===== src/source/cpuPkg.sv =====
package cpuPkg;

    // word size shared by memory, accumulator and instructions
    localparam int dataWidth = 16;
    // instruction address field, 4096 words at most
    localparam int addrWidth = 12;

    // opcode sits in the top 4 bits of every instruction
    typedef enum logic [3:0] {
        opLoad,
        opStore,
        opAdd,
        opSub,
        opMul,
        opDiv,
        opAnd,
        opOr,
        opXor,
        opShl,
        opShr,
        opRol,
        opCmpEq,
        opJump,
        opJumpZero,
        opHalt
    } instrOp;

    // control sequence, one state per cycle
    typedef enum logic [2:0] {
        stIdle,
        stFetch,
        stDecode,
        stOperand,
        stExecute
    } cpuState;

    // AXI response codes
    localparam logic [1:0] axiOkay   = 2'b00;
    localparam logic [1:0] axiSlvErr = 2'b10;

endpackage

===== src/source/programCounter.sv =====
`timescale 1ns/1ns

module programCounter
    import cpuPkg::*;
(
    input  logic                 clk,
    input  logic                 arstN,
    input  logic                 pcClear,
    input  logic                 pcInc,
    input  logic                 pcLoad,
    input  logic [addrWidth-1:0] jumpAddr,
    output logic [addrWidth-1:0] pc
);

    // clear beats load, load beats increment
    always_ff @(posedge clk or negedge arstN) begin
        if (!arstN) begin
            pc <= '0;
        end else if (pcClear) begin
            pc <= '0;
        end else if (pcLoad) begin
            pc <= jumpAddr;
        end else if (pcInc) begin
            // top of the address space rolls over to 0
            pc <= pc + 1'b1;
        end
    end

endmodule


===== config.mk =====
export PLATFORM = sky130hd
export DESIGN_NAME = programCounter
export DESIGN_NICKNAME = d
export VERILOG_FILES = /design/src/source/cpuPkg.sv /design/src/source/programCounter.sv
export SDC_FILE = /design/constraint.sdc
export NUM_CORES = 1
export LEC_CHECK = 0
export BUFFER_PORTS_ARGS = -buffer_cell sky130_fd_sc_hd__buf_2
export CORE_ASPECT_RATIO = 1.4
export CORE_UTILIZATION = 34
export CTS_BUF_LIST = sky130_fd_sc_hd__clkbuf_2
export CTS_CLUSTER_SIZE = 8
export DETAILED_ROUTE_END_ITERATION = 6
export PLACE_DENSITY = 0.69
export SYNTH_ARGS = -nofsm -noshare
export SYNTH_HDL_FRONTEND = slang
export SYNTH_SLANG_ARGS = --single-unit
export TNS_END_PERCENT = 50

===== constraint.sdc =====
create_clock -name clk -period 1.9 [get_ports clk]
set_input_delay 0.285 -clock clk [delete_from_list [all_inputs] [get_ports clk]]
set_output_delay 0.285 -clock clk [all_outputs]
set_load 0.01 [all_outputs]

==> out/summary.md <==
### Synth
- 39.8% — post-synth top area share
- 80 — number of instances in the synthesized netlist
- 39.8% — sequential share of the synthesized area
- dfrtp_1 — leading area contributor after synthesis
- dfrtp_1 — most instantiated flip-flop cell in the synthesis netlist
- 9.43 um2 — average footprint of a synthesized cell
- 12 x dfrtp_1, 9 x nor2_1, 8 x nand2_1 — Commonest cells post-synth
- 98 — net count after synthesis
- 27 — number of distinct library cells after synthesis
- 12 — synthesized flop and latch total
- 754 um2 — cell area after synthesis
- dfrtp_1 — most numerous cell in the Yosys netlist
- 0 — Yosys warning total
- dfrtp_1 40%, a311oi_1 5.8%, xor2_1 4.6% — biggest area contributors in the synthesized netlist
- 0 — number of flops mapped to enable cells by yosys
- 100% — Synth async-reset ratio

### STA
- 0.235 ns — post-route worst hold slack
- 0 — Final Max Slew Viols
- 0 — number of hold-slack violations in the final timing report
- no — RSZ-0062 raised after global routing
- 0 ns — Total Negative Setup Slacks
- 1.69 ns — minimum period implied by the final worst setup slack
- 0.591 GHz — Max Freq
- 0 — Setup-failing EPs final
- 89.1% — fraction of the cycle the final worst path needs
- 0.00188 ns — setup clock skew after layout
- 60.0% — max_slew headroom
- 0.207 ns — final worst slack
- 0.600 ns — slew at the pin closest to its max-slew limit

### Critical path
- flip-flop to flip-flop — Setup Crit Path Kind
- 8 — crit path max fanout
- flip-flop — type of element capturing the critical path
- 4 — number of cells on the worst reg-to-reg path
- pc[10] — worst reg2reg endpoint
- 1.88 ns — data arrival time of the critical path
- flip-flop — type of origin of the critical path
- 0.21 ns — register-to-register setup slack
- 0.48 ns — delay of the slowest cell on the worst path
- dfrtp_1 — Max stage delay cell, worst path
- 0 — WP buf/inv
- simple AND/OR/NAND/NOR gates — crit-path leading delay family
- pc[1] — Reg2Reg Launch Point
- ha_1 -> nand4_1 -> or4_1 -> a311oi_1 — cell-by-cell listing of the critical path
- 2.08 ns — Req. time, crit path

### Clock network
- done — clock tree from TritonCTS
- 0.27 ns — clock latency of the later-clocked register in the worst-skew pair
- 12 — number of sinks handled by clock tree synthesis
- 3 — Inserted Clock Buffers
- 1 — H-tree Lvls
- 0 — setup fix buffers added after clock tree synthesis
- 2 — clock buffer depth
- clkbuf_2 — cell at the root of the clock tree
- 0.12 ns — clock-pin slew on the worst setup and hold paths

### Routing
- 11 — First DRT Iteration DRCs
- 14.4 um — Wirelength per Cell
- 0 — remaining antenna violation count
- 741 — total vias in the final route
- 0 — DRC violations left
- 4 — number of detailed-route iterations in the first pass
- 1870 um — wire length reported by the detailed router
- 5.70 — routed vias/inst

### Finish
- pc — register bank with the most flops
- 12 — Largest register FFs
- 202 — count of filler cells inserted in the layout
- 21.2% — synth-to-layout area growth
- 32.1% — proportion of layout cells with a drive suffix above 1
- pc (12) — registers with the most flip-flops
- 0 — Antenna diodes
- 129 — number of nets in the layout
- 130 — number of non-filler instances in the completed layout

### Floorplan
- 2410 um2 — total die area
- 41.8 um — horizontal extent of the die
- 19 — Cell Rows
- 57.7 um — vertical extent of the die
- 37.3% — Initial Utilization
- 29 — Ports
- 2020 um2 — core region area

### Place
- 28 — input/output buffers
- 126 — number of instances in the placed design
- 0.202 ns — worst-case setup slack after placement
- 1340 um — hpwl dp
- 0.781 — Final GP Congestion

### Worst hold path
- pc[0] — hold path endpoint
- 3 — worst hold path stage count
- input pin to flip-flop — Hold Path Class
- jumpAddr[0] — min-delay src

### Global route
- 0 — overall overflow remaining after global route
- 3250 um — wire length of the first global-routing pass
- 21 — pin count of the biggest net entering global routing
- 0 — number of antenna violations at the first check in global routing
- 733 — vias in the first global route
- 17.6% — combined global-route utilization of all metal layers

### Power
- 305 uV — maximum vdd ir drop
- 587 nW/um2 — pwr dens
- 0.408 nW — Static Leakage

### Status
- finished clean — run status

### Flow run
- 0 — Maximum Capacitance Violations

==> worst reg2reg max path, cell delays in order (launching register included) <==
cell and delay, ns:
dfrtp_1 0.48, ha_1 0.24, nand4_1 0.20, or4_1 0.44
a311oi_1 0.25
==> worst max-delay path by stage <==
| stage | slack, ns | startpoint | end | cells past startpoint |
|---|---|---|---|---|
| after floorplan | 0.30 | pc[0] | pc[10] | 4 |
| after global placement | 0.32 | pc[1] | pc[10] | 4 |
| after global routing | 0.1 | pc[1] | pc[10] | 4 |
| after CTS | 0.20 | pc[1] | pc[10] | 4 |
| final | 0.21 | pc[1] | pc[10] | 4 |
| after detailed placement | 0.20 | pc[1] | pc[10] | 4 |
==> layer usage <==
layer  wire length [um]  GRT usage [%]
met5                  0              0
met4                 29           9.22
met3                 77           2.49
met2                962           30.6
met1                796           20.8
==> power breakdown <==
part | switching, W | internal, W
Combinational | 0.0000592 | 0.0000485
Clock | 0.0000897 | 0.0000431
Sequential | 0.0000246 | 0.000272
==> cells in the final DEF (no fill, tap or decap), types with 3 or more instances in the layout <==
master,instances
buf_2,28
dfrtp_1,12
nor2_1,9
nand2_1,8
a311oi_1,5
or4_1,4
nand3_1,4
o21ai_0,4
xor2_1,4
a211oi_1,4
nand4_1,3
o31ai_1,3
or3_1,3
clkbuf_2,3
==> kinds of logic (layout without fill, tap and decap cells) <==
family / count (synthesis) / count (layout) / share of synthesized area, %
buffers and inverters: 5 / 34 / 5.64
multiplexers: 1 / 1 / 1.49
AO/OA/AOI/OAI: 21 / 21 / 19.7
AND/OR/NAND/NOR: 36 / 36 / 27.0
XOR/XNOR: 4 / 4 / 4.64
adder cells (fa/ha/maj): 1 / 1 / 1.66
flip-flops: 12 / 12 / 39.8
==> what timing repair did <==
item                                   CTS  global route
endpoints found under the hold margin   12             0
resized for setup                        0             0
hold buffers                             1             0
==> stage by stage <==
stage | power (W) | utilization, % | area, um2
2_1_floorplan | 0.000359 | - | 754
3_3_place_gp | 0.000405 | 44.0 | 890
4_1_cts | 0.000540 | 45.3 | 915
3_5_place_dp | 0.000408 | 44.0 | 890
5_1_grt | 0.000564 | 45.3 | 915
6_report | 0.000537 | 45.3 | 915
==> area by class of cell <==
cell class,count,area (um2),share of cell area (%)
timing repair buffer,30,158,17.2
inverter,1,3.75,0.410
clock buffer,3,15.0,1.64
multi-input combinational,63,412,45.0
sequential,12,300,32.8
tap,21,26.3,2.87
Power figures use the tool's default switching activity.
