===== src/source/cpuPkg.sv =====
package cpuPkg;

    // word size shared by memory, accumulator and instructions
    localparam int dataWidth = 16;
    // instruction address field, 4096 words at most
    localparam int addrWidth = 12;

    // opcode sits in the top 4 bits of every instruction
    typedef enum logic [3:0] {
        opLoad,
        opStore,
        opAdd,
        opSub,
        opMul,
        opDiv,
        opAnd,
        opOr,
        opXor,
        opShl,
        opShr,
        opRol,
        opCmpEq,
        opJump,
        opJumpZero,
        opHalt
    } instrOp;

    // control sequence, one state per cycle
    typedef enum logic [2:0] {
        stIdle,
        stFetch,
        stDecode,
        stOperand,
        stExecute
    } cpuState;

    // AXI response codes
    localparam logic [1:0] axiOkay   = 2'b00;
    localparam logic [1:0] axiSlvErr = 2'b10;

endpackage

===== src/source/executeUnit.sv =====
`timescale 1ns/1ns

module executeUnit
    import cpuPkg::*;
(
    input  logic                 clk,
    input  logic                 arstN,
    input  logic                 accWe,
    input  logic [dataWidth-1:0] aluResult,
    input  logic [dataWidth-1:0] memData,
    input  logic                 accFromMem,
    output logic [dataWidth-1:0] acc,
    output logic                 zero
);

    logic [dataWidth-1:0] accNext;

    // load takes memory directly, all else comes from the ALU
    assign accNext = accFromMem ? memData : aluResult;

    always_ff @(posedge clk or negedge arstN) begin
        if (!arstN) begin
            acc  <= '0;
            // matches the cleared accumulator
            zero <= 1'b1;
        end else if (accWe) begin
            acc  <= accNext;
            // flag follows the value just written, for jump-if-zero
            zero <= (accNext == '0);
        end
    end

endmodule


===== config.mk =====
export PLATFORM = sky130hd
export DESIGN_NAME = executeUnit
export DESIGN_NICKNAME = d
export VERILOG_FILES = /design/src/source/cpuPkg.sv /design/src/source/executeUnit.sv
export SDC_FILE = /design/constraint.sdc
export NUM_CORES = 1
export LEC_CHECK = 0
export ABC_AREA = 0
export BUFFER_PORTS_ARGS = -buffer_cell sky130_fd_sc_hd__buf_4
export CAP_MARGIN = 30
export CORE_AREA = 10 10 61 63
export CTS_CLUSTER_SIZE = 40
export DETAILED_ROUTE_END_ITERATION = 10
export DIE_AREA = 0 0 71 73
export PLACE_DENSITY = 0.65
export SYNTH_ARGS = -nofsm -noshare
export SYNTH_HDL_FRONTEND = slang
export SYNTH_SLANG_ARGS = --single-unit

===== constraint.sdc =====
create_clock -name clk -period 1.17 [get_ports clk]
set_input_delay 0.0585 -clock clk [delete_from_list [all_inputs] [get_ports clk]]
set_output_delay 0.0585 -clock clk [all_outputs]
set_load 0.03 [all_outputs]

==> metrics list <==
* Status: complete, no violations
- The die is 71 um wide.
- At the worst endpoint, the arrival time is between 0.9 and 1 ns.
- For this run, the total global-route usage over all layers was measured as 0.103.
* CP peak stage delay: 0.55 ns
- The number of antenna diodes in the final layout is 0.
* Area Growth Syn to Fin: 53.2%
* Synthesized-area fraction occupied by adder cells: 0
* Number of buffers added by the clock tree synthesis step: 3
* Main combinational cell family by area after synthesis: multiplexers
* R2r endpoint: zero
- For the final database, setup skew stands at 0 ns.
- Total power: 1.47 mW
- Depth of the CTS H-tree: 1
* Final setup fails: 0
* Floorplan Core Area: about 0.0026 mm2
* Max Fanout on Critical Path: 2
- Via-per-instance ratio: 4.86
- Ordered list of cells on the worst path: buf_4
- Part of the total power dissipated in the clock network: 0.216
- Counting along the longest clock path gives a buffer depth of 2.
- Top-level port count: 53
- Number of warnings printed during yosys synthesis: 0
- Count of nets after finishing: 177
- Along the worst hold path, the cell count comes to 3.
- The path class of the tightest hold or removal check is input port to register.
* Highest-delay cell along the critical path: sky130_fd_sc_hd__dfstp_2
- The compound-cell area share of the yosys netlist is 0.109.
* Post-Syn Nets: 122
* Vertical die dimension: roughly 73 um
- The floorplan step defined a die boundary enclosing ~0.0052 mm2.
- Unrepaired setup endpoints after global routing: no
* Sw Ratio: 0.324
* Initial DRC count: 13
- The worst register-to-register path has a setup slack of around 0.44 ns.
- Rows: 19
- Number of inserted filler cells in the final layout: 256
- Together, buffers and inverters on the worst path number 1.
- Routed Wire Length: about 2700 um
- The path with the worst hold slack has its endpoint at acc[14].
* Clock period minus worst slack: 1.04 ns
* Initial standard-cell utilization of the core: 0.328
* Clock slew at reported path FFs: around 0.1 ns
- Pin count of the biggest net entering global routing: 34
- Worst slew slack as a fraction of its limit: 0.795
- Sequential share of the synthesized area: 0.497
- XOR/XNOR share of the synthesized area: 0
* Fin crit share: 0.892
- The first detailed-routing pass ran for 4 iterations.
* Flip-flop and latch count after synthesis: 17
- Clock tree synthesis selected as its root buffer the cell sky130_fd_sc_hd__clkbuf_4.
* Overall overflow remaining after global route: 0
- The synthesized netlist occupies a cell area of 858 um2.
- At the later pin of the worst-skew pair, clock insertion delay measures 0.29 ns.
- Worst reg-to-reg path cell count: 1
- Average footprint of a synthesized cell: 9.98 um2
- Count of cell types in the netlist: 17
- Simple logic cell fraction of the synthesized area: 0.157
* MaxCap Viol Count: 0
- Data on the critical path is required at its endpoint by between 1 and 1.5 ns.
- The internal power of the cells totals 0.990 mW.
* Fraction of layout cells with a size suffix above 1: 0.429
- Reported leakage power: about 0.64 nW
* Aggregate negative setup slack: 0 ns
- The first global-routing pass estimated roughly 4400 um of wire.
* Routability congestion estimate: 0.771
* Worst slew pin tran: 0.307 ns
- STA classifies the critical path endpoint as a primary output.
- Wire per inst: 15.7 um
* Startpoint kind of the worst setup timing path: register
- Detailed-route via count: approximately 830
* Quantity of I/O buffers inserted on ports: 52
* Net switching power figure: roughly 0.48 mW
- The share of total power dissipated in sequential elements is 0.464.
- In the routed design, unresolved DRC markers number 0.
- HPWL after detailed placement: 2250 um
- Category of the most critical setup path: register to primary output
* CTS tree: yes
- For this design the ratio of total power to cell area is 1110 mW/mm2.
- The via count of the first global-routing pass is about 940.
- Clock tree sinks: 17
- Measured against the total synthesized area, the mux share comes to 0.200.
- Antenna viol nets, final: 0
- Worst vdd rail ir drop: 0.788 mV
- Final-report hold violation count: 0
* Final Max Slew Viols: 0
* Hold path start: aluResult[14]
- Cell type group with the largest total delay on the critical path: flip-flops
- Initial antenna violation count: 0
- Combinational power share: 0.320
- Timing would allow up to approximately 0.96 GHz.
- The worst register-to-register path begins at zero.
- Instance count of the mapped netlist: 86
-- through the flow --
stage                     hold WS [ns]  cells  instance area (um2)  setup WS [ns]  utilization
final                           0.0675    171                 1320          0.126        0.503
after global routing            0.0910    171                 1320          0.102        0.503
after CTS                       0.0587    171                 1320          0.112        0.503
after detailed placement       -0.0606    166                 1280        -0.0963        0.489
after global placement         -0.0652    166                 1280        -0.0317        0.489
after floorplan                 -0.237     86                  858         0.0206            -
-- worst max path at each step --
stage	startpoint	to	slack, ns	depth (start not counted)
after floorplan	accFromMem	zero	0.02	5
after global routing	zero	zero	0.10	1
after global placement	memData[12]	zero	-0.03	5
after CTS	zero	zero	0.11	1
after detailed placement	memData[12]	zero	-0.1	5
final	zero	zero	0.13	1
-- placed cells by master, fill, tap and decap left out, drive strengths merged --
cell type / instances
a21boi: 1
a21oi: 16
buf: 55
clkbuf: 4
dfrtp: 16
dfstp: 1
dlygate4sd3: 1
mux2: 1
mux2i: 16
nand4: 2
nor2: 18
nor3: 2
nor4: 3
nor4b: 1
o22ai: 1
or4: 1
or4b: 1
-- cells in the mapped netlist --
cell type	n	area, um2
sky130_fd_sc_hd__nor4_1	3	18.8
sky130_fd_sc_hd__or4b_1	1	10.0
sky130_fd_sc_hd__o22ai_1	1	6.26
sky130_fd_sc_hd__nor3_1	2	10.0
sky130_fd_sc_hd__buf_6	1	11.3
sky130_fd_sc_hd__clkbuf_1	4	15.0
sky130_fd_sc_hd__buf_2	1	5.00
sky130_fd_sc_hd__nor4b_1	1	8.76
sky130_fd_sc_hd__mux2i_1	16	160
sky130_fd_sc_hd__or4_1	1	7.51
sky130_fd_sc_hd__dfrtp_1	16	400
sky130_fd_sc_hd__dfstp_2	1	26.3
sky130_fd_sc_hd__a21boi_1	1	7.51
sky130_fd_sc_hd__nor2_1	18	67.6
sky130_fd_sc_hd__nand4_1	2	12.5
sky130_fd_sc_hd__a21oi_1	16	80.1
sky130_fd_sc_hd__mux2_2	1	11.3
-- flip-flops by register name, summed over array words and instances (netlist names) --
| signal | cells |
|---|---|
| acc | 16 |
| zero | 1 |
-- layer usage --
metal	track usage	part of all wire	vias up
met5	0	0	-
met4	0.0409	0.012	0
met3	0.0354	0.060	4
met1	0.107	0.39	382
li1	-	-	419
met2	0.186	0.54	26
-- repair_timing --
action | in CTS | in global routing
buffers inserted | 0 | 0
hold endpoints to repair | 17 | 0
gates resized for setup | 0 | 0
hold buffers | 1 | 0
-- area by class of cell --
type                       instances  area, um2  share of cell area
sequential                        17        427               0.324
timing repair buffer              56        423               0.322
multi-input combinational         63        400               0.304
tap                               31       38.8              0.0295
clock buffer                       4       26.3              0.0200
-- power by group through the flow --
stage	Combinational [mW]	Sequential, mW	Clock [mW]
finish	0.469	0.679	0.317
global route	0.510	0.689	0.348
CTS	0.478	0.681	0.336
detailed placement	0.476	0.690	0
global placement	0.471	0.688	0
floorplan	0.116	0.806	0
-- kinds of logic (layout without fill, tap and decap cells) --
kind of cell,count (synthesis),in the layout
AOI/OAI and AO/OA,18,18
buffers and inverters,6,60
DFF,17,17
muxes,17,17
and+or+nand+nor,28,28
Power figures use the tool's default switching activity.
