--- src/source/cpuPkg.sv ---
package cpuPkg;

    // word size shared by memory, accumulator and instructions
    localparam int dataWidth = 16;
    // instruction address field, 4096 words at most
    localparam int addrWidth = 12;

    // opcode sits in the top 4 bits of every instruction
    typedef enum logic [3:0] {
        opLoad,
        opStore,
        opAdd,
        opSub,
        opMul,
        opDiv,
        opAnd,
        opOr,
        opXor,
        opShl,
        opShr,
        opRol,
        opCmpEq,
        opJump,
        opJumpZero,
        opHalt
    } instrOp;

    // control sequence, one state per cycle
    typedef enum logic [2:0] {
        stIdle,
        stFetch,
        stDecode,
        stOperand,
        stExecute
    } cpuState;

    // AXI response codes
    localparam logic [1:0] axiOkay   = 2'b00;
    localparam logic [1:0] axiSlvErr = 2'b10;

endpackage
--- src/source/hostBus.sv ---
`timescale 1ns/1ns

module hostBus
    import cpuPkg::*;
(
    input  logic                 clk,
    input  logic                 arstN,
    input  logic [31:0]          awAddr,
    input  logic                 awValid,
    output logic                 awReady,
    input  logic [31:0]          wData,
    input  logic                 wValid,
    output logic                 wReady,
    output logic [1:0]           bResp,
    output logic                 bValid,
    input  logic                 bReady,
    input  logic [31:0]          arAddr,
    input  logic                 arValid,
    output logic                 arReady,
    output logic [31:0]          rData,
    output logic [1:0]           rResp,
    output logic                 rValid,
    input  logic                 rReady,
    input  logic                 running,
    input  logic                 halted,
    input  logic [dataWidth-1:0] acc,
    input  logic [dataWidth-1:0] memRData,
    output logic                 start,
    output logic                 hostEn,
    output logic                 hostWe,
    output logic [addrWidth-1:0] hostAddr,
    output logic [dataWidth-1:0] hostWData
);

    logic wrAccept;
    logic rdAccept;
    logic wrFire;
    logic rdFire;
    logic wrMem;
    logic rdMem;
    logic memRdPend;

    // ready pulses, write side first so the memory port never sees both
    assign wrAccept = awValid && wValid && !awReady && !bValid;
    assign rdAccept = arValid && !arReady && !rValid && !memRdPend && !wrAccept && !awReady;
    assign wrFire   = awReady && awValid && wValid;
    assign rdFire   = arReady && arValid;

    // bit 14 selects the memory window, blocked while the CPU runs
    assign wrMem = wrFire && awAddr[14] && !running;
    assign rdMem = rdFire && arAddr[14] && !running;

    assign hostEn    = wrMem || rdMem;
    assign hostWe    = wrMem;
    assign hostAddr  = wrMem ? awAddr[13:2] : arAddr[13:2];
    assign hostWData = wData[dataWidth-1:0];

    // control register write with bit 0 set
    assign start = wrFire && !awAddr[14] && awAddr[13:2] == '0 && wData[0];

    always_ff @(posedge clk or negedge arstN) begin
        if (!arstN) begin
            awReady   <= 1'b0;
            wReady    <= 1'b0;
            bValid    <= 1'b0;
            arReady   <= 1'b0;
            rValid    <= 1'b0;
            memRdPend <= 1'b0;
        end else begin
            awReady <= wrAccept;
            wReady  <= wrAccept;
            arReady <= rdAccept;
            // write response one cycle after the handshake
            if (wrFire) begin
                bValid <= 1'b1;
            end else if (bReady) begin
                bValid <= 1'b0;
            end
            // memory reads finish one cycle later than registers
            memRdPend <= rdMem;
            if ((rdFire && !rdMem) || memRdPend) begin
                rValid <= 1'b1;
            end else if (rReady) begin
                rValid <= 1'b0;
            end
        end
    end

    // response payloads
    always_ff @(posedge clk) begin
        if (wrFire) begin
            bResp <= (awAddr[14] && running) ? axiSlvErr : axiOkay;
        end
        if (memRdPend) begin
            rData <= {{(32 - dataWidth){1'b0}}, memRData};
            rResp <= axiOkay;
        end else if (rdFire && !rdMem) begin
            rResp <= axiOkay;
            if (arAddr[14]) begin
                // window read while running
                rData <= '0;
                rResp <= axiSlvErr;
            end else if (arAddr[13:2] == 12'd0) begin
                rData <= {30'd0, halted, running};
            end else if (arAddr[13:2] == 12'd1) begin
                rData <= {{(32 - dataWidth){1'b0}}, acc};
            end else begin
                // unmapped reads as zero
                rData <= '0;
            end
        end
    end

endmodule

--- config.mk ---
export PLATFORM = sky130hd
export DESIGN_NAME = hostBus
export DESIGN_NICKNAME = d
export VERILOG_FILES = /design/src/source/cpuPkg.sv /design/src/source/hostBus.sv
export SDC_FILE = /design/constraint.sdc
export NUM_CORES = 1
export LEC_CHECK = 0
export ABC_AREA = 1
export BUFFER_PORTS_ARGS = -buffer_cell sky130_fd_sc_hd__buf_2
export CAP_MARGIN = 20
export CORE_AREA = 2 2 93 68
export CTS_CLUSTER_DIAMETER = 50
export DETAILED_ROUTE_END_ITERATION = 7
export DIE_AREA = 0 0 95 70
export HOLD_SLACK_MARGIN = 0.05
export PLACE_DENSITY = 0.76
export SETUP_SLACK_MARGIN = 0.1
export SLEW_MARGIN = 20
export SYNTH_ARGS = -nofsm -noshare
export SYNTH_HDL_FRONTEND = slang
export SYNTH_SLANG_ARGS = --single-unit
--- constraint.sdc ---
create_clock -name clk -period 1.3 [get_ports clk]
set_input_delay 0.195 -clock clk [delete_from_list [all_inputs] [get_ports clk]]
set_output_delay 0.195 -clock clk [all_outputs]
set_load 0.05 [all_outputs]
==> impl_metrics.py <==
metrics = {
    "timing": {
        "fmax_mhz": 616,
        "fin_skew_ns": 0.00442,
        "hold_slack_ns": 0.103,
        "rsz0062_at_grt": "true",
        "drv_slew": 0,
        "finalCritPeriodShare_pct": 125,
        "fin_ws_ns": -0.323,
        "min_period_ns": 1.62,
        "setup_violations": 31,
        "hold_viol": 0,
    },
    "pwr": {
        "p_leak_nw": 1.37,
        "ir_drop_v": 0.000350,
        "powerDensity_mw_per_mm2": 798,
    },
    "synth": {
        "synth_cells": 200,
        "synthAdderAreaFrac_pct": 0,
        "synth_top_family_by_area": "simple AND/OR/NAND/NOR gates",
        "synthArstFlopShare_pct": 21.7,
        "synth-xor-area-share_pct": 0,
        "synth_cell_types": 30,
        "ys_seq_area_share_pct": 40.2,
        "netlist_area_mm2": 0.00163,
        "synth_largest_area_cell": "edfxtp_1",
        "ys_seq_elements": 23,
        "synth_compound_area_share_pct": 12.0,
        "muxShareOfSynthArea_pct": 0,
        "yosysMostFrequentCell": "nand2_1",
        "synthFlopType": "edfxtp_1",
        "synth_area_leaders": "edfxtp_1 (31%), buf_4 (16%), nand2_1 (12%)",
        "yosys_warnings": 0,
        "avgSynthCellArea_um2": 8.16,
        "yosys.area_share.simple_pct": 24.8,
        "synth-edff-count": 17,
        "synth_top_area_share_pct": 31.3,
        "synthTopCellsByCount": "nand2_1 (51), buf_4 (35), inv_1 (19), edfxtp_1 (17), o21ai_0 (16)",
    },
    "global_route": {
        "overflow": 0,
        "grt_pass1_wl_um": 7220,
        "grt_max_degree": 16,
        "grt-busiest-layer": "met2",
        "antenna_found_initial": 0,
        "use_met2_pct": 24.3,
        "grt_util_met1_pct": 16.1,
        "gr-usage-met3_pct": 3.45,
        "first_global_vias": 1573,
        "grt_usage_pct": 13.6,
    },
    "cts": {
        "clockRootBuffer": "clkbuf_8",
        "cts_inserted_buffers": 3,
        "cts_max_level": 1,
        "clk_pin_slew_ns": 0.08,
        "clock_sinks": 23,
        "clockBufferDepth": 2,
        "cts_tree": "yes",
        "clock_latency_ns": 0.26,
    },
    "detailed_routing": {
        "ant_nets": 0,
        "vias": 1657,
        "first_iter_violations": 32,
        "wl_per_cell_um": 11.9,
        "routed_wl_um": 4720,
        "via_per_inst": 4.18,
        "drcViolationCount": 0,
        "dr.pass1.iters": 4,
    },
    "layout": {
        "nNetsFinal": 456,
        "num_antenna_cells": 0,
        "fin_util_pct": 46.2,
        "fin_cells": 396,
        "post_route_cells_drive_above_1_share_pct": 62.9,
        "area_delta_synth_final_pct": 67.5,
    },
    "die": {
        "num_rows": 24,
        "start_util_pct": 27.6,
        "fp.dieH_um": 70,
        "dieArea_mm2": 0.00665,
        "die_w_um": 95,
        "core_area_mm2": 0.00592,
        "ios": 209,
    },
    "worst_setup_path": {
        "cp-start-kind": "flop",
        "worst-path-stages": 6,
        "crit_slowest_cell": "dfrtp_2",
        "critPathBufInv": 3,
        "worstSetupEndpointType": "primary output",
        "arrival_ns": 1.43,
        "cp.required_ns": 1.11,
        "cp_max_fo": 4,
        "path_class": "flop to primary output",
        "path_cells": "nand3_2, inv_2, nand3_4, clkinvlp_4, or2_4, buf_6",
        "cp_top_family": "simple AND/OR/NAND/NOR gates",
        "slowest_delay_ns": 0.41,
        "r2r_cells": 5,
    },
    "placement": {
        "dp_hpwl_um": 3880,
        "place_congestion": 0.801,
        "io_buffers": 106,
        "dp.cells": 387,
    },
    "status": {
        "status": "finished, violations left",
        "violations": "negative setup slack",
    },
    "worst_hold_path": {
        "hold_depth": 2,
        "min_path_type": "primary input to flop",
    },
    "job": {
        "max_cap_violations": 0,
    },
}
==> worst paths after layout <==
path,start,endpoint,slack [ns]
max in group asynchronous,arstN,wReady$_DFF_PN0_,0.86
hold / removal,rReady,rValid$_DFFE_PN0P_,0.10
setup reg to reg,arReady$_DFF_PN0_,rData[9]$_DFFE_PP_,-0.09
setup / recovery,wReady$_DFF_PN0_,hostEn,-0.32
hold reg to reg,bValid$_DFFE_PN0P_,wReady$_DFF_PN0_,0.48
min in group asynchronous,arstN,bValid$_DFFE_PN0P_,0.29
==> routing by layer <==
metal  wire length, µm  vias up
met4                40        0
met3               409        6
met5                 0        -
met2              2360       62
li1                  -      834
met1              1910      755
==> cell type report <==
type                            count  area, µm²
Clock buffer                        3       41.3
Sequential cell                    23        659
Multi-Input combinational cell    134        916
Timing Repair Buffer              137        928
Timing Repair inverter              1       7.51
Clock inverter                      1       5.00
Tap cell                           78       97.6
Fill cell                         593       3180
Inverter                           19       80.1
==> cell families (layout without fill, tap and decap cells) <==
logic type,after synthesis,in the layout
buf+inv,60,161
flops,23,23
other cells,1,18
simple gates,85,85
compound gates,31,31
==> worst register-to-register path, cell delays in order, from the launching register on <==
cell,delay (ns)
dfrtp_2,0.40
nand2_4,0.08
nor3b_4,0.21
nor2_2,0.08
nor2_4,0.13
clkinvlp_4,0.21
==> report_power, final <==
part           total (W)  internal (W)  switching, W  leakage (nW)
Combinational   0.000885      0.000283      0.000602          1.11
Clock           0.000431      0.000213      0.000218        0.0255
Sequential      0.000867      0.000843     0.0000243         0.239
Total            0.00218       0.00134      0.000844          1.37
==> flip-flops by register name (all words and copies together), names as in the netlist <==
| signal | cells |
|---|---|
| rValid | 1 |
| rResp | 1 |
| wReady | 1 |
| bValid | 1 |
| memRdPend | 1 |
| arReady | 1 |
| rData | 16 |
| bResp | 1 |
==> layout by cell type, fill, tap and decap left out, drive strengths merged, types with 2 or more instances in the layout <==
cell,netlist,layout
buf,39,136
clkinvlp,0,2
nand3,6,6
inv,19,18
nand4,4,4
or2,3,3
clkbuf,2,3
nor2,12,12
o21ai,29,29
dfrtp,5,5
conb,1,18
nor3,3,3
nand2,54,54
edfxtp,17,17
==> through the flow <==
step	setup TNS, ns	area (µm²)	total power (W)	worst slack, ns
global placement	-3.20	2430	0.00167	-0.127
floorplan	-6.56	1870	0.00159	-0.343
CTS	-5.46	2640	0.00217	-0.340
finish	-4.72	2740	0.00218	-0.323
detailed placement	-4.12	2430	0.00168	-0.161
global route	-7.03	2740	0.00229	-0.386
==> repair_timing <==
item	in CTS	in global routing
hold buffers	1	0
buffers inserted	2	3
hold endpoints to repair	5	0
gates cloned	1	0
pin swaps	3	2
setup endpoints to repair	43	46
resized for setup	48	19
Note: power is estimated with default switching activity, not from simulation.
