==> src/source/cpuPkg.sv <==
package cpuPkg;

    // word size shared by memory, accumulator and instructions
    localparam int dataWidth = 16;
    // instruction address field, 4096 words at most
    localparam int addrWidth = 12;

    // opcode sits in the top 4 bits of every instruction
    typedef enum logic [3:0] {
        opLoad,
        opStore,
        opAdd,
        opSub,
        opMul,
        opDiv,
        opAnd,
        opOr,
        opXor,
        opShl,
        opShr,
        opRol,
        opCmpEq,
        opJump,
        opJumpZero,
        opHalt
    } instrOp;

    // control sequence, one state per cycle
    typedef enum logic [2:0] {
        stIdle,
        stFetch,
        stDecode,
        stOperand,
        stExecute
    } cpuState;

    // AXI response codes
    localparam logic [1:0] axiOkay   = 2'b00;
    localparam logic [1:0] axiSlvErr = 2'b10;

endpackage
==> src/source/alu.sv <==
`timescale 1ns/1ns

module alu
    import cpuPkg::*;
(
    input  instrOp               op,
    input  logic [dataWidth-1:0] a,
    input  logic [dataWidth-1:0] b,
    output logic [dataWidth-1:0] result
);

    // a is the accumulator, b the operand read from memory
    always_comb begin
        case (op)
            opAdd: result = a + b;
            opSub: result = a - b;
            // low half of the product only
            opMul: result = a * b;
            // divide by zero saturates to all ones
            opDiv: result = (b == '0) ? '1 : a / b;
            opAnd: result = a & b;
            opOr:  result = a | b;
            opXor: result = a ^ b;
            // single-bit shifts, operand unused
            opShl: result = a << 1;
            opShr: result = a >> 1;
            opRol: result = {a[dataWidth-2:0], a[dataWidth-1]};
            // boolean result as 1 or 0
            opCmpEq: result = {{(dataWidth - 1){1'b0}}, a == b};
            // load and everything else passes the operand
            default: result = b;
        endcase
    end

endmodule

==> config.mk <==
export PLATFORM = sky130hd
export DESIGN_NAME = alu
export DESIGN_NICKNAME = d
export VERILOG_FILES = /design/src/source/cpuPkg.sv /design/src/source/alu.sv
export SDC_FILE = /design/constraint.sdc
export NUM_CORES = 1
export LEC_CHECK = 0
export ABC_CLOCK_PERIOD_IN_PS = 32100
export BUFFER_PORTS_ARGS = -buffer_cell sky130_fd_sc_hd__buf_2
export CAP_MARGIN = 20
export CORE_ASPECT_RATIO = 0.8
export CORE_MARGIN = 5
export CORE_UTILIZATION = 45
export DETAILED_ROUTE_END_ITERATION = 12
export SETUP_SLACK_MARGIN = 0.05
export SLEW_MARGIN = 20
export SYNTH_ARGS = -nofsm -noshare
export SYNTH_HDL_FRONTEND = slang
export SYNTH_SLANG_ARGS = --single-unit
==> constraint.sdc <==
create_clock -name vclk -period 32.1
set_clock_uncertainty 0.15 [all_clocks]
set_input_delay 1.605 -clock vclk [all_inputs]
set_output_delay 1.605 -clock vclk [all_outputs]
set_load 0.01 [all_outputs]
==> results of run 1 <==
[cells in the final DEF (no fill, tap or decap), types with 25 or more instances in the layout]
cell type    n
ha_1       235
mux2_2      25
a21o_1      35
o21a_1      35
buf_4       30
xnor2_1     71
nand3_1     32
o21ai_0     82
nor3_1      52
buf_2       52
nand2_1    178
inv_1      172
xor2_1      50
fa_1        82
nor2_1     172
a21oi_1    127
o211ai_1    29
[per-layer routing]
layer / vias to the layer above / part of all wire, % / track usage (%)
met4: 0 / 3.6 / 9.44
met5: - / 0 / 0
met1: 6698 / 44 / 44.9
met3: 115 / 11 / 5.59
met2: 715 / 41 / 46.1
li1: 6519 / - / -
[worst paths after layout]
kind,startpoint,to,slack [ns],cells after the start
worst max-delay path,b[7],result[0],1.50,115
worst min-delay path,b[10],result[10],3.62,3
[timing repair]
action,CTS,global route
setup endpoints to repair,1,2
gates resized for setup,3,39
buffers inserted,0,2
cloned,0,0
pin swaps,0,2
[power breakdown]
group	leakage (nW)	total, W	switching, W	internal, W
Sequential	0	0	0	0
Clock	0	0	0	0
Combinational	6.55	0.000641	0.000401	0.000240
[critical path: cells and delay by family]
family / cells / cell delay (ns)
AND/OR/NAND/NOR: 30 / 7.02
AO/OA/AOI/OAI: 56 / 12.14
XOR/XNOR: 1 / 0.22
buffers and inverters: 9 / 1.52
multiplexers: 4 / 1.32
adder cells (fa/ha/maj): 15 / 4.93
[final cells by class]
| class | count | area [um2] |
|---|---|---|
| Fill cell | 3003 | 15100 |
| Inverter | 177 | 664 |
| Multi-Input combinational cell | 1568 | 12500 |
| Tap cell | 377 | 472 |
| Timing Repair Buffer | 83 | 497 |
[logic make-up after synthesis]
kind of cell / synth area share, %
XOR/XNOR: 7.97
AND/OR/NAND/NOR: 20.7
AO/OA/AOI/OAI: 26.6
adder cells (fa/ha/maj): 34.5
multiplexers: 2.65
buffers and inverters: 7.55
[metrics by stage]
step | util, % | TNS [ns]
final | 48.3 | 0
after global routing | 48.3 | -0.0827
after CTS | 47.7 | 0
after detailed placement | 47.6 | -0.214
after global placement | 47.6 | 0
after floorplan | - | 0
==> results.sh, run 1 <==
export IMPL_setup_slack_ns=1.50
export IMPL_preCtsSetupSlack_ns=-0.214
export IMPL_period_needed_ns=30.60
export IMPL_nets=2183
export IMPL_drive_gt1_share_pct=10.2
export IMPL_leakagePower_nw=6.55
export IMPL_grt_max_degree=31
export IMPL_seq_area_um2=0
export IMPL_yosys_top_cells_count="235 x ha_1, 180 x nand2_1, 173 x nor2_1"
export IMPL_viasPerCell=6.37
export IMPL_clkbuf_count=0
export IMPL_outcome="finished clean"
export IMPL_ys_warn_count=0
export IMPL_stdcell_area_um2=14100
export IMPL_synth_area_leaders="ha_1 22%, fa_1 12%, nand2_1 5.1%, a21oi_1 5.0%, nor2_1 4.9%"
export IMPL_place_area_um2=13900
export IMPL_syn_avg_cell_area_um2=7.28
export IMPL_grt_pass1_vias=13500
export IMPL_seq_cell_count=0
export IMPL_start_kind="input port"
export IMPL_hpwl_mm=40.8
export IMPL_synth_cells=1825
export IMPL_slew_headroom_pct=34.7
export IMPL_die_x_um=202
export IMPL_syn_area_um2=13300
export IMPL_rows=56
export IMPL_irDropWorstVdd_mv=0.172
export IMPL_slowest_stage="or4_1"
export IMPL_initial_core_util_pct=45.5
export IMPL_drt_first_pass_iters=6
export IMPL_drtIter0Drc=1468
export IMPL_cp_data_required_time_ns=30.34
export IMPL_pin_count=52
export IMPL_arrival_ns=28.85
export IMPL_gp_congestion=1.01
export IMPL_period_share_pct=95.3
export IMPL_path_class="input port to output pin"
export IMPL_cp_common_cell="ha_1"
export IMPL_fin_hold_ws_ns=3.62
export IMPL_die_h_um=164
export IMPL_worstHoldPathType="input port to output pin"
export IMPL_vias=14000
export IMPL_grt_pass1_wl_mm=80.2
export IMPL_grt_overflow=0
export IMPL_yosysTopAreaCellShare_pct=22.1
export IMPL_area_delta_synth_final_pct=6.24
export IMPL_worst_slew_pin_slew_ns=0.971
export IMPL_dpl_cell_count=2203
export IMPL_ctsHoldBuffers=0
export IMPL_drc=0
export IMPL_power_total_w=0.000641
export IMPL_wire_per_inst_um=23.9
export IMPL_port_buffers=52
export IMPL_design_die_area_um2=33100
export IMPL_track_usage_pct=30.7
export IMPL_num_antenna_cells=0
export IMPL_syn_nets=2178
export IMPL_antenna_found_initial=0
export IMPL_synth_area_leader_cell="ha_1"
export IMPL_final_cells=2205
export IMPL_powerDensity_nw_per_um2=45.4
export IMPL_ys_types=92
export IMPL_cap_violations=0
export IMPL_drv_slew=0
export IMPL_cpPeakStageDelay_ns=0.56
export IMPL_antenna_left=0
export IMPL_crit_fanout=25
export IMPL_fmax_mhz=32.7
export IMPL_setup_viol=0
export IMPL_crit_path_end_kind="output pin"
export IMPL_yosysMostFrequentCell="ha_1"
export IMPL_wl_mm=52.7
export IMPL_hold_viol=0
export IMPL_synth_seq_area_share_pct=0
export IMPL_core_um2=29200
No activity file was read; power rests on OpenSTA's default activity.
==> run 2: changes to the inputs <==
CORE_MARGIN = default   (was 5)
==> run 2 against run 1 <==
Critical endpoint unchanged. Die area is 8.7% lower. Flip-flop and latch count unchanged. Clock-buffer cell count unchanged. Routed wire length decreased by 3.4%. Core utilization is 1.2 points higher. Cell count increased by 0.23%. Worst setup slack improved by 0.20 ns.
==> results.sh, run 2 (synthesis results as in run 1) <==
export IMPL_power_total_w=0.000580
export IMPL_drv_slew=0
export IMPL_cp_data_required_time_ns=30.34
export IMPL_crit_fanout=18
export IMPL_hold_path_startpoint="b[10]"
export IMPL_cp_common_cell="ha_1"
export IMPL_mostFrequentLayoutCells="235 x ha_1, 178 x nand2_1, 172 x nor2_1, 172 x inv_1, 129 x a21oi_1"
export IMPL_outcome="finished clean"
export IMPL_grt_pass1_wl_mm=77.9
export IMPL_period_needed_ns=30.40
export IMPL_period_share_pct=94.7
export IMPL_wire_per_inst_um=23.0
export IMPL_slowest_stage="o41ai_2"
export IMPL_crit_path_end_kind="output pin"
export IMPL_grt_overflow=0
export IMPL_grt_pass1_vias=12900
export IMPL_die_x_um=194
export IMPL_core_um2=28600
export IMPL_drive_gt1_share_pct=10.5
export IMPL_start_kind="input port"
export IMPL_gp_congestion=0.979
export IMPL_setup_viol=0
export IMPL_drtIter0Drc=1371
export IMPL_hpwl_mm=39.1
export IMPL_vias=14000
export IMPL_drt_first_pass_iters=8
export IMPL_design_die_area_um2=30200
export IMPL_antenna_found_initial=2
export IMPL_fin_hold_ws_ns=3.68
export IMPL_p_int_w=0.000239
export IMPL_final_common_cell="ha_1"
export IMPL_grt_max_degree=28
export IMPL_fmax_mhz=32.9
export IMPL_irDropWorstVdd_mv=0.0533
export IMPL_fin_setup_tns_ns=0
export IMPL_hold_depth=3
export IMPL_slew_headroom_pct=23.2
export IMPL_seq_area_um2=0
export IMPL_final_cells=2210
export IMPL_arrival_ns=28.65
export IMPL_seqPwrFrac_pct=0
export IMPL_initial_core_util_pct=46.4
export IMPL_drc=0
export IMPL_track_usage_pct=33.0
export IMPL_leakagePower_nw=6.62
export IMPL_path_class="input port to output pin"
export IMPL_cpPeakStageDelay_ns=0.55
export IMPL_port_buffers=52
export IMPL_worst_slew_pin_slew_ns=1.14
export IMPL_rsz0062_at_grt="no"
export IMPL_p_sw_share_pct=58.8
export IMPL_combPwrFrac_pct=100.0
export IMPL_area_delta_synth_final_pct=6.60
export IMPL_pin_count=52
export IMPL_powerDensity_nw_per_um2=41.0
export IMPL_worstHoldPathType="input port to output pin"
export IMPL_clkbuf_count=0
export IMPL_ctsHoldBuffers=0
export IMPL_p_clk_share_pct=0
export IMPL_dpl_cell_count=2205
export IMPL_antenna_left=0
export IMPL_wl_mm=50.9
export IMPL_switchingPower_w=0.000341
export IMPL_stdcell_area_um2=14200
export IMPL_die_h_um=156
export IMPL_holdPathEnd="result[10]"
export IMPL_rows=55
export IMPL_seq_cell_count=0
export IMPL_nets=2194
export IMPL_place_area_um2=14000
export IMPL_hold_viol=0
export IMPL_viasPerCell=6.31
export IMPL_cap_violations=0
==> run 2: changes by cell type in the layout (fill, tap and decap cells not counted), sizes merged <==
cell	before	now
diode	0	1
buf	83	94
==> run 2: repair_timing <==
item | 4_1_cts | 5_1_grt
resized for setup | 3 | 31
pin swaps | 0 | 5
buffers inserted | 0 | 4
setup endpoints to repair | 1 | 2
==> run 2: layer usage <==
metal	vias to the layer above	track usage, %	part of all wire, %
met3	80	2.27	8.1
met1	6698	49.5	47
met2	616	51.2	42
li1	6561	-	-
met5	-	0	0
met4	0	7.22	2.7
==> run 2: through the flow <==
stage                     util [%]  worst slack (ns)
after global placement        48.8             0.650
after global routing          49.5            0.0462
after detailed placement      48.8           -0.0716
after CTS                     48.9             0.174
final                         49.5              1.70
after floorplan                  -              3.30
==> run 2: final cells by class <==
| cell class | instances | area (um2) |
|---|---|---|
| Fill cell | 2931 | 14500 |
| Multi-Input combinational cell | 1568 | 12500 |
| Inverter | 177 | 664 |
| Timing Repair Buffer | 94 | 576 |
| Tap cell | 370 | 463 |
| Antenna cell | 1 | 2.50 |
==> run 2: critical path, delay by kind of cell <==
kind	cells	cell delay (ns)
fa+ha+maj	15	4.80
mux	5	1.88
buf+inv	8	1.18
compound gates	56	11.89
simple gates	31	7.24
==> run 2: how the worst max path moves through the flow <==
stage / start / end / cells past startpoint
global route: b[7] / result[0] / 117
CTS: b[15] / result[0] / 115
finish: b[7] / result[0] / 115
detailed placement: b[15] / result[0] / 114
global placement: b[15] / result[0] / 115
floorplan: b[0] / result[0] / 118
==> run 2: power groups by stage <==
stage	Clock, W	Sequential (W)	Combinational, W
finish	0.00000000000417	0	0.000580
global placement	0	0	0.000560
CTS	0	0	0.000569
floorplan	0	0	0.000422
global route	0.00000000000417	0	0.000641
detailed placement	0	0	0.000563
