`config.mk`:
```
export PLATFORM = sky130hd
export DESIGN_NAME = controlFsm
export DESIGN_NICKNAME = d
export VERILOG_FILES = /design/src/source/cpuPkg.sv /design/src/source/controlFsm.sv
export SDC_FILE = /design/constraint.sdc
export NUM_CORES = 1
export LEC_CHECK = 0
export ABC_AREA = 0
export BUFFER_PORTS_ARGS = -buffer_cell sky130_fd_sc_hd__clkbuf_2
export CAP_MARGIN = 20
export CORE_AREA = 2 2 51 101
export DETAILED_ROUTE_END_ITERATION = 16
export DIE_AREA = 0 0 53 103
export GPL_ROUTABILITY_DRIVEN = 0
export HOLD_SLACK_MARGIN = 0.08
export PLACE_DENSITY_LB_ADDON = 0.15
export REMOVE_ABC_BUFFERS = 1
export SYNTH_ARGS = -nofsm -noshare
export SYNTH_HDL_FRONTEND = slang
export SYNTH_SLANG_ARGS = --single-unit
export TNS_END_PERCENT = 20
```
`constraint.sdc`:
```
create_clock -name clk -period 2.3 [get_ports clk]
set_clock_uncertainty 0.05 [all_clocks]
set_input_delay 0 -clock clk [delete_from_list [all_inputs] [get_ports clk]]
set_output_delay 0 -clock clk [all_outputs]
set_load 0.02 [all_outputs]
```
`src/source/cpuPkg.sv`:
```
package cpuPkg;

    // word size shared by memory, accumulator and instructions
    localparam int dataWidth = 16;
    // instruction address field, 4096 words at most
    localparam int addrWidth = 12;

    // opcode sits in the top 4 bits of every instruction
    typedef enum logic [3:0] {
        opLoad,
        opStore,
        opAdd,
        opSub,
        opMul,
        opDiv,
        opAnd,
        opOr,
        opXor,
        opShl,
        opShr,
        opRol,
        opCmpEq,
        opJump,
        opJumpZero,
        opHalt
    } instrOp;

    // control sequence, one state per cycle
    typedef enum logic [2:0] {
        stIdle,
        stFetch,
        stDecode,
        stOperand,
        stExecute
    } cpuState;

    // AXI response codes
    localparam logic [1:0] axiOkay   = 2'b00;
    localparam logic [1:0] axiSlvErr = 2'b10;

endpackage
```
`src/source/controlFsm.sv`:
```
`timescale 1ns/1ns

module controlFsm
    import cpuPkg::*;
(
    input  logic                 clk,
    input  logic                 arstN,
    input  logic                 start,
    input  logic [dataWidth-1:0] memRData,
    input  logic                 zero,
    input  logic [addrWidth-1:0] pc,
    output logic                 cpuEn,
    output logic                 cpuWe,
    output logic [addrWidth-1:0] cpuAddr,
    output logic                 pcClear,
    output logic                 pcInc,
    output logic                 pcLoad,
    output logic [addrWidth-1:0] jumpAddr,
    output instrOp               op,
    output logic                 accWe,
    output logic                 accFromMem,
    output logic                 running,
    output logic                 halted
);

    cpuState              state;
    cpuState              nextState;
    logic [dataWidth-1:0] ir;
    instrOp               irOp;
    logic [addrWidth-1:0] irAddr;

    // instruction fields
    assign irOp     = instrOp'(ir[dataWidth-1:addrWidth]);
    assign irAddr   = ir[addrWidth-1:0];
    assign op       = irOp;
    assign jumpAddr = irAddr;

    always_ff @(posedge clk or negedge arstN) begin
        if (!arstN) begin
            state   <= stIdle;
            ir      <= '0;
            running <= 1'b0;
            halted  <= 1'b0;
        end else begin
            state <= nextState;
            // fetched word is on the memory output during decode
            if (state == stDecode) begin
                ir <= memRData;
            end
            if (state == stIdle && start) begin
                running <= 1'b1;
                halted  <= 1'b0;
            end else if (state == stOperand && irOp == opHalt) begin
                running <= 1'b0;
                halted  <= 1'b1;
            end
        end
    end

    always_comb begin
        nextState  = state;
        cpuEn      = 1'b0;
        cpuWe      = 1'b0;
        cpuAddr    = pc;
        pcClear    = 1'b0;
        pcInc      = 1'b0;
        pcLoad     = 1'b0;
        accWe      = 1'b0;
        accFromMem = 1'b0;
        case (state)
            stIdle: begin
                // pc restarts at word 0 on every start
                if (start) begin
                    pcClear   = 1'b1;
                    nextState = stFetch;
                end
            end
            stFetch: begin
                // instruction read at pc
                cpuEn     = 1'b1;
                nextState = stDecode;
            end
            stDecode: begin
                pcInc     = 1'b1;
                nextState = stOperand;
            end
            stOperand: begin
                cpuAddr   = irAddr;
                nextState = stFetch;
                case (irOp)
                    opStore: begin
                        // accumulator goes out on the CPU write port
                        cpuEn = 1'b1;
                        cpuWe = 1'b1;
                    end
                    opJump: begin
                        pcLoad = 1'b1;
                    end
                    opJumpZero: begin
                        pcLoad = zero;
                    end
                    opHalt: begin
                        nextState = stIdle;
                    end
                    default: begin
                        // operand read for load and ALU ops
                        cpuEn     = 1'b1;
                        nextState = stExecute;
                    end
                endcase
            end
            stExecute: begin
                accWe      = 1'b1;
                accFromMem = (irOp == opLoad);
                nextState  = stFetch;
            end
            default: begin
                nextState = stIdle;
            end
        endcase
    end

endmodule

```
==> out/metrics.cfg, run 1 <==
[outcome]
status = finished clean

[worst_hold_path]
hold_path.startpoint = start
hold_class = input port to flip-flop

[critical_path]
setup.worst_path.end = pcLoad
r2r_start = state[0]$_DFFE_PN0P_
critical_path.cell_chain = nand3b_4 -> a211oi_1 -> clkbuf_2
ff2ff_setup_slack_ns = 0.67
reg2regPathDepth = 3
slowest_delay_ns = 0.56
critPathTopFamily = flip-flops
cp.depth = 3
required_ns = 2.25
slowest_stage = dfrtp_1
crit_buf_inv = 1
rr_endpoint = running$_DFFE_PN0P_
cp-end-kind = primary output
worstPathArrival_ns = 1.67
worstSetupPathType = flip-flop to primary output
start_kind = flip-flop
cp_max_fo = 16
cp-startpoint = state[0]$_DFFE_PN0P_

[synth]
synth_cell_type_count = 26
yosys-top-cells-count = dfrtp_1, mux2_2, mux2_4
async_reset_ff_share_pct = 100
synthCells = 84
yosys.area.top_type = dfrtp_1
synth_top_area_share_pct = 46.3
yosys-top-cells-area = dfrtp_1, mux2_2, mux2_4, buf_12, nand3b_4
yosys_warnings = 0
synth_top_flop_cell = dfrtp_1
synth-edff-count = 0
synth-seq-cells = 21
syn_area_sq_um = 1130
synth_most_common_cell = dfrtp_1
syn_avg_cell_area_sq_um = 13.5
ys_seq_area_share_pct = 46.3

[floorplanning]
dieArea_sq_um = 5460
ios = 69
die_w_microns = 53
die_h_microns = 103
rows = 36
core_area_sq_um = 4730
initial_core_util_pct = 24.0

[drt]
ant_nets = 0
num_vias = 972
via_per_inst = 4.28
drc = 0
first_iter_violations = 16
wire_per_inst_microns = 11.6
wl_microns = 2630
first_pass_iters = 4

[place]
hpwlAfterDp_microns = 1990
port_buffers = 68
place_inst = 206

[timing]
fin_crit_sh_pct = 74.8
period_needed_ns = 1.72
setup_viol = 0
hold_viol = 0
relSlewSlack_pct = 63.2
worstMarginPinSlew_ns = 0.544
max_freq_mhz = 581
rsz0062_at_grt = no
maxSlewViolCount = 0
setup_tns_ns = 0

[cells_and_area]
fillCellCount = 481
nets = 203
syn_to_final_growth_pct = 52.0
final-instance-count-excl-fill = 227
antenna_cells = 0
drive_above_1_share_pct = 62.4
utilization_pct = 36.5

[clock_network]
cts.sinks = 21
htree_levels = 1
cts_tree = yes
cts_buffers = 3
path_clk_slew_ns = 0.08
clock_latency_ns = 0.25
cts_max_path_buffers = 2
cts_root_buffer = clkbuf_8

[pwr]
p_leak_nw = 0.852
ir_worst_vdd_mv = 0.610
power_w = 0.00242
power.density_nw_per_um2 = 1400

[grt]
antenna_found_initial = 0
grt_start_max_net_pins = 22
grt-ovfl-total = 0
grtUsageTotal_pct = 9.71
grt_pass1_wl_microns = 4070
first_global_vias = 882

[run]
max_cap_violations = 0

tightest hold or removal path: cells and delay by family:
family	cells	cell delay (ns)
compound gates	1	0.11
simple gates	1	0.16
buf+inv	1	0.09
timing repair:
item	CTS	global route
endpoints found under the hold margin	37	0
gates resized for setup	0	0
hold buffers	17	0
buffers inserted	0	0
cells in the final DEF, fill, tap and decap left out, types with 2 or more instances in the layout:
cell type and n:
mux2_4 9, clkbuf_2 68, a21oi_1 3, or2_2 2, dfrtp_1 21, nand2_1 3
nor4b_1 2, clkbuf_8 3, nor2_1 3, mux2_2 19, nand2b_1 3, dlygate4sd3_1 17
o21ai_0 2, buf_4 2
registers in the layout (all words and copies together) (netlist names):
signal,cells
halted,1
ir,16
state,3
running,1
worst min-delay path by stage:
stage                                    end  slack (ns)  depth (start not counted)
after floorplan           halted$_DFFE_PN0P_       -0.35                          0
after global placement    halted$_DFFE_PN0P_       -0.03                          1
after detailed placement   ir[3]$_DFFE_PN0P_       -0.04                          1
after CTS                 halted$_DFFE_PN0P_        0.11                          3
after global routing      halted$_DFFE_PN0P_        0.12                          3
final                     halted$_DFFE_PN0P_        0.11                          3
through the flow:
stage / hold slack (ns) / worst slack (ns) / instance area [sq um]
2_1_floorplan: -0.346 / 0.360 / 1080
3_3_place_gp: -0.0327 / 0.703 / 1510
3_5_place_dp: -0.0387 / 0.669 / 1510
4_1_cts: 0.112 / 0.553 / 1730
5_1_grt: 0.124 / 0.462 / 1730
6_report: 0.106 / 0.580 / 1730
routing by layer:
metal  routed length, microns  global-route usage (%)  part of all wire, %
met1                     1220                    14.0                   46
met2                     1130                    14.8                   43
met3                      268                    1.45                   10
met4                       15                    2.96                 0.57
met5                        0                       0                    0
cell families after synthesis:
family | after synthesis | share of synthesized area [%]
xor gates and xnor gates | 1 | 0.772
and+or+nand+nor | 19 | 12.0
AOI/OAI and AO/OA | 9 | 5.29
muxes | 28 | 30.8
DFF | 21 | 46.3
buffers and inverters | 6 | 4.85
cell type report:
class	count	area, sq um	share of cell area, %
clock buffer	4	45.0	2.61
inverter	1	3.75	0.218
multi-input combinational	57	554	32.1
sequential	21	526	30.5
tap	57	71.3	4.13
timing repair buffer	87	526	30.5
report_power, final:
part | internal (W) | leakage [nW] | total [W] | switching, W
Clock | 0.000123 | 0.0228 | 0.000236 | 0.000113
Sequential | 0.000559 | 0.249 | 0.000780 | 0.000221
Combinational | 0.000685 | 0.580 | 0.00140 | 0.000717
Total | 0.00137 | 0.852 | 0.00242 | 0.00105
Note: power is estimated with default switching activity, not from simulation.
==> inputs of run 2 (changes only) <==
ABC_AREA = 1   (was 0)
CORE_AREA = 2 2 50 98   (was 2 2 51 101)
DIE_AREA = 0 0 52 100   (was 0 0 53 103)
clock period = 1.6 ns   (was 2.3 ns; I/O delays follow)
==> out/metrics.cfg, run 2 <==
[outcome]
status = finished clean

[clock_network]
cts_max_path_buffers = 2  ; unchanged
post_cts_resize_count = 0  ; unchanged
cts_root_buffer = clkbuf_8
cts_buffers = 3  ; unchanged
path_clk_slew_ns = 0.08  ; about the same
htree_levels = 1  ; unchanged
cts_tree = yes
cts.sinks = 21  ; unchanged
clock_latency_ns = 0.26  ; about the same

[synth]
synth-seq-cells = 21  ; unchanged
synth_top_flop_cell = dfrtp_1
async_reset_ff_share_pct = 100  ; unchanged
yosys-top-cells-area = dfrtp_1, nand2_1, inv_1, o21ai_0, nand3_1
synth_most_common_cell = nand2_1
synth_top_area_share_pct = 48.9  ; +2.6 points
yosys_warnings = 0  ; unchanged
yosys-top-cells-count = nand2_1, dfrtp_1, inv_1, o21ai_0
synth_cell_type_count = 15  ; -42%
synthCells = 152  ; +81%
synth-edff-count = 0  ; unchanged
syn_area_sq_um = 1070  ; -5.3%
ys_seq_area_share_pct = 48.9  ; +2.6 points
syn_avg_cell_area_sq_um = 7.07  ; -48%
yosys.area.top_type = dfrtp_1

[drt]
wire_per_inst_microns = 10.0  ; -13%
first_pass_iters = 3  ; -1
ant_nets = 0  ; unchanged
num_vias = 1206  ; +24%
via_per_inst = 4.07  ; -4.8%
drc = 0  ; unchanged
first_iter_violations = 11  ; -5
wl_microns = 2970  ; +13%

[worst_hold_path]
hold_class = input port to asynchronous set/reset pin

[cells_and_area]
largest-register = ir
antenna_cells = 0  ; unchanged
multi_input_area_sq_um = 469  ; -15%
final_common_cell = nand2_1
drive_above_1_share_pct = 33.2  ; -29 points
utilization_pct = 37.6  ; +1.1 points
nets = 274  ; +35%
syn_to_final_growth_pct = 57.9
final_cell_mix = nand2_1, clkbuf_2, dfrtp_1, dlygate4sd3_1, inv_1
seqCellArea_sq_um = 526  ; unchanged
fillCellCount = 482  ; +0.21%
reg_top3 = ir x16, state x3
largest_reg_flops = 16  ; unchanged

[critical_path]
cp_max_fo = 5  ; -11
crit_buf_inv = 1  ; unchanged
slowest_stage = dfrtp_1
slowest_delay_ns = 0.43  ; -0.13 ns
worstSetupPathType = flip-flop to primary output
cp-end-kind = primary output
r2r_start = state[0]$_DFFE_PN0P_
reg2regPathDepth = 6  ; +3
critical_path.cell_chain = nor2_1 -> nand2_1 -> nor4_1 -> clkbuf_2
cp-startpoint = state[0]$_DFFE_PN0P_
worstPathArrival_ns = 1.41  ; -0.26 ns
required_ns = 1.55  ; -0.70 ns
rr_endpoint = running$_DFFE_PN0P_
critPathTopFamily = simple AND/OR/NAND/NOR gates
ff2ff_setup_slack_ns = 0.40  ; -0.27 ns
start_kind = flip-flop

[floorplanning]
ios = 69  ; unchanged
core_area_sq_um = 4510  ; -4.6%
dieArea_sq_um = 5200  ; -4.7%
die_w_microns = 52  ; -1.9%
initial_core_util_pct = 23.8  ; -0.17 points
rows = 35  ; -2.8%
die_h_microns = 100  ; -2.9%

[timing]
rsz0062_at_grt = no
maxSlewViolCount = 0  ; unchanged
relSlewSlack_pct = 64.9  ; +1.6 points
worstMarginPinSlew_ns = 0.527  ; -0.0168 ns
holdWs_ns = 0.197  ; +0.0908 ns
setup_tns_ns = 0  ; unchanged
fin_crit_sh_pct = 91.0
period_needed_ns = 1.46
max_freq_mhz = 687
setup_viol = 0  ; unchanged
hold_viol = 0  ; unchanged

[grt]
grt_start_max_net_pins = 22  ; unchanged
first_global_vias = 1137  ; +29%
antenna_found_initial = 0  ; unchanged
grtUsageTotal_pct = 12.3  ; +2.6 points
grt-ovfl-total = 0  ; unchanged
grt_pass1_wl_microns = 4970  ; +22%

[place]
port_buffers = 68  ; unchanged
hpwlAfterDp_microns = 2230  ; +12%

[pwr]
ir_worst_vdd_mv = 0.810  ; +33%
power.density_nw_per_um2 = 1830  ; +30%
power_w = 0.00310  ; +28%
p_leak_nw = 1.01  ; +19%

[run]
max_cap_violations = 0  ; unchanged

-- run 2: changes by cell type after synthesis, sizes merged, moves of 3 or more --
cell,before,now
nand2,3,94
nor2,3,6
nand3,0,6
inv,1,12
o21ai,2,6
mux2,28,0
nand2b,3,0
-- run 2: final cells by class --
type / count / area share (%)
flip-flops and latches: 21 / 31.0
repair buffers: 89 / 32.0
clock buffers: 4 / 2.65
inverters: 12 / 2.65
multi-input cells: 115 / 27.7
well taps: 55 / 4.06
-- run 2: where the power goes --
part / switching [W] / internal, W / total [W]
combinational: 0.00117 / 0.000579 / 0.00175
clock: 0.000169 / 0.000177 / 0.000346
sequential: 0.000230 / 0.000777 / 0.00101
-- run 2: kinds of logic (layout without fill, tap and decap cells) --
group | count (synthesis) | after routing | share of synthesized area (%)
compound gates | 7 | 7 | 3.26
buf+inv | 16 | 105 | 7.45
flops | 21 | 21 | 48.9
simple gates | 108 | 108 | 40.4
-- run 2: per-layer routing --
| layer | global-route usage, % | wire [microns] | share of wire [%] | vias to the layer above |
|---|---|---|---|---|
| met5 | 0 | 0 | 0 | - |
| met4 | 3.64 | 15 | 0.51 | 0 |
| met3 | 1.49 | 217 | 7.3 | 2 |
| met2 | 21.0 | 1390 | 47 | 54 |
| met1 | 15.7 | 1350 | 45 | 512 |
| li1 | - | - | - | 638 |
-- run 2: how the worst max path moves through the flow --
stage	to	slack (ns)	depth (start not counted)
after detailed placement	pcLoad	0.29	5
after global placement	pcLoad	0.34	5
after CTS	pcLoad	0.12	5
after global routing	cpuAddr[1]	0.01	6
final	accFromMem	0.14	4
after floorplan	accFromMem	0.23	3
-- run 2: through the flow --
stage / area, sq um / setup WS (ns) / std cells
6_report: 1700 / 0.144 / 296
5_1_grt: 1700 / 0.0118 / 296
4_1_cts: 1700 / 0.122 / 296
3_5_place_dp: 1460 / 0.291 / 273
3_3_place_gp: 1460 / 0.341 / 273
2_1_floorplan: 1040 / 0.232 / 148
-- run 2: worst register-to-register path, delay by kind of cell, from the launching register on --
family	cells	cell delay, ns
buffers and inverters	1	0.17
DFF	1	0.41
and+or+nand+nor	5	0.46
-- run 2: timing repair --
item	in CTS	in global routing
endpoints found under the hold margin	40	0
hold buffers	18	0
setup endpoints to repair	1	0
setup buffers	1	0
==> inputs of run 3 (changes only) <==
CORE_AREA = 2 2 88 56   (was 2 2 50 98)
DIE_AREA = 0 0 90 58   (was 0 0 52 100)
==> out/metrics.cfg, run 3 (synthesis results as in run 2) <==
[outcome]
status = finished clean

[cells_and_area]
drive_above_1_share_pct = 33.3  ; +0.14 points
largest-register = ir
final_cell_mix = nand2_1, clkbuf_2, dfrtp_1, dlygate4sd3_1, inv_1
antenna_cells = 0  ; unchanged
reg_top3 = ir x16, state x3
nets = 273  ; -0.36%
fin_area_sq_um = 1710  ; +0.59%
final_common_cell = nand2_1
syn_to_final_growth_pct = 58.8
largest_reg_flops = 16  ; unchanged

[clock_network]
cts_buffers = 3  ; unchanged
cts_tree = yes
htree_levels = 1  ; unchanged
cts.sinks = 21  ; unchanged
clock_latency_ns = 0.26  ; about the same
cts_root_buffer = clkbuf_8
cts_max_path_buffers = 2  ; unchanged
path_clk_slew_ns = 0.08  ; about the same

[timing]
relSlewSlack_pct = 66.2  ; +1.4 points
max_freq_mhz = 681  ; -0.84%
setup_viol = 0  ; unchanged
fin_crit_sh_pct = 91.8  ; +0.77 points
setup_tns_ns = 0  ; unchanged
maxSlewViolCount = 0  ; unchanged
rsz0062_at_grt = no
worstMarginPinSlew_ns = 0.506  ; -0.0210 ns
hold_viol = 0  ; unchanged
period_needed_ns = 1.47  ; +0.0123 ns

[critical_path]
ff2ff_setup_slack_ns = 0.43  ; +0.03 ns
start_kind = flip-flop
reg2regPathDepth = 4  ; -2
required_ns = 1.55  ; about the same
r2r_start = state[2]$_DFFE_PN0P_
worstSetupPathType = flip-flop to primary output
worstPathArrival_ns = 1.42  ; about the same
rr_endpoint = ir[13]$_DFFE_PN0P_
cp_max_fo = 5  ; unchanged
cp-end-kind = primary output

[drt]
drc = 0  ; unchanged
wire_per_inst_microns = 10.4  ; +3.4%
first_pass_iters = 4  ; +1
num_vias = 1160  ; -3.8%
first_iter_violations = 25  ; +14
ant_nets = 0  ; unchanged
wl_microns = 3140  ; +5.9%
via_per_inst = 3.83  ; -6.0%

[floorplanning]
die_w_microns = 90  ; +73%
die_h_microns = 58  ; -42%
ios = 69  ; unchanged
core_area_sq_um = 4420  ; -2.0%
initial_core_util_pct = 24.3  ; +0.48 points
rows = 19  ; -46%
dieArea_sq_um = 5220  ; +0.38%

[grt]
first_global_vias = 1058  ; -6.9%
grt_start_max_net_pins = 22  ; unchanged
grt_pass1_wl_microns = 5220  ; +5.1%
grtUsageTotal_pct = 12.5  ; +0.24 points
antenna_found_initial = 0  ; unchanged
grt-ovfl-total = 0  ; unchanged

[pwr]
power.density_nw_per_um2 = 1830  ; about the same
p_leak_nw = 1.01  ; about the same
ir_worst_vdd_mv = 0.609  ; -25%

[worst_hold_path]
hold_class = input port to asynchronous set/reset pin

[place]
port_buffers = 68  ; unchanged
postPlaceCellArea_sq_um = 1470  ; +0.68%
hpwlAfterDp_microns = 2290  ; +2.7%

[run]
max_cap_violations = 0  ; unchanged

[run 3: changes by cell type in the layout (fill, tap and decap cells not counted), sizes merged]
cell,previous run,this run
clkinv,0,1
clkbuf,72,71
buf,3,2
[run 3: repair_timing]
| item | CTS | global route |
|---|---|---|
| endpoints found under the hold margin | 40 | 0 |
| gates resized for setup | 0 | 3 |
| setup buffers | 0 | 0 |
| hold buffers | 18 | 0 |
| setup endpoints to repair | 0 | 7 |
[run 3: per-layer routing]
metal  global-route usage (%)  routed length [microns]  vias up
met4                    0.659                        6        0
met3                     4.55                      246        2
met5                        0                        0        -
li1                         -                        -      635
met1                     19.0                     1750      473
met2                     17.8                     1140       50
[run 3: critical path, cell delays in order, from the launching register on]
cell and delay, ns:
dfrtp_1 0.42, nor2_1 0.19, nand2_1 0.12, nor4_1 0.21, clkbuf_2 0.22
[run 3: worst max path at each step]
stage	from	end	slack, ns	cells past startpoint
after floorplan	ir[13]$_DFFE_PN0P_	accFromMem	0.23	3
after global placement	state[2]$_DFFE_PN0P_	ir[12]$_DFFE_PN0P_	0.41	5
after detailed placement	state[0]$_DFFE_PN0P_	cpuAddr[0]	0.40	6
after CTS	state[0]$_DFFE_PN0P_	cpuAddr[0]	0.11	6
after global routing	state[0]$_DFFE_PN0P_	cpuAddr[8]	0.01	6
final	state[0]$_DFFE_PN0P_	accFromMem	0.13	4
[run 3: layout make-up]
type	instances	area (sq um)
tap	63	78.8
multi-input combinational	115	469
sequential	21	526
inverter	12	47.5
timing repair buffer	88	539
fill	477	2720
clock inverter	1	5.00
clock buffer	3	41.3
[run 3: stage by stage]
step                cells  power (W)  hold slack [ns]  setup slack (ns)  utilization [%]
floorplan             148    0.00210           -0.346             0.232                -
global placement      281    0.00277          -0.0398             0.405             33.3
detailed placement    281    0.00277          -0.0467             0.404             33.3
CTS                   303    0.00316            0.208             0.108             38.5
global route          303    0.00342            0.245            0.0109             38.6
finish                303    0.00312            0.185             0.132             38.6
[run 3: power by group]
group	switching, W	internal (W)	total [W]
sequential	0.000225	0.000777	0.00100
combinational	0.00120	0.000573	0.00177
clock	0.000175	0.000173	0.000348
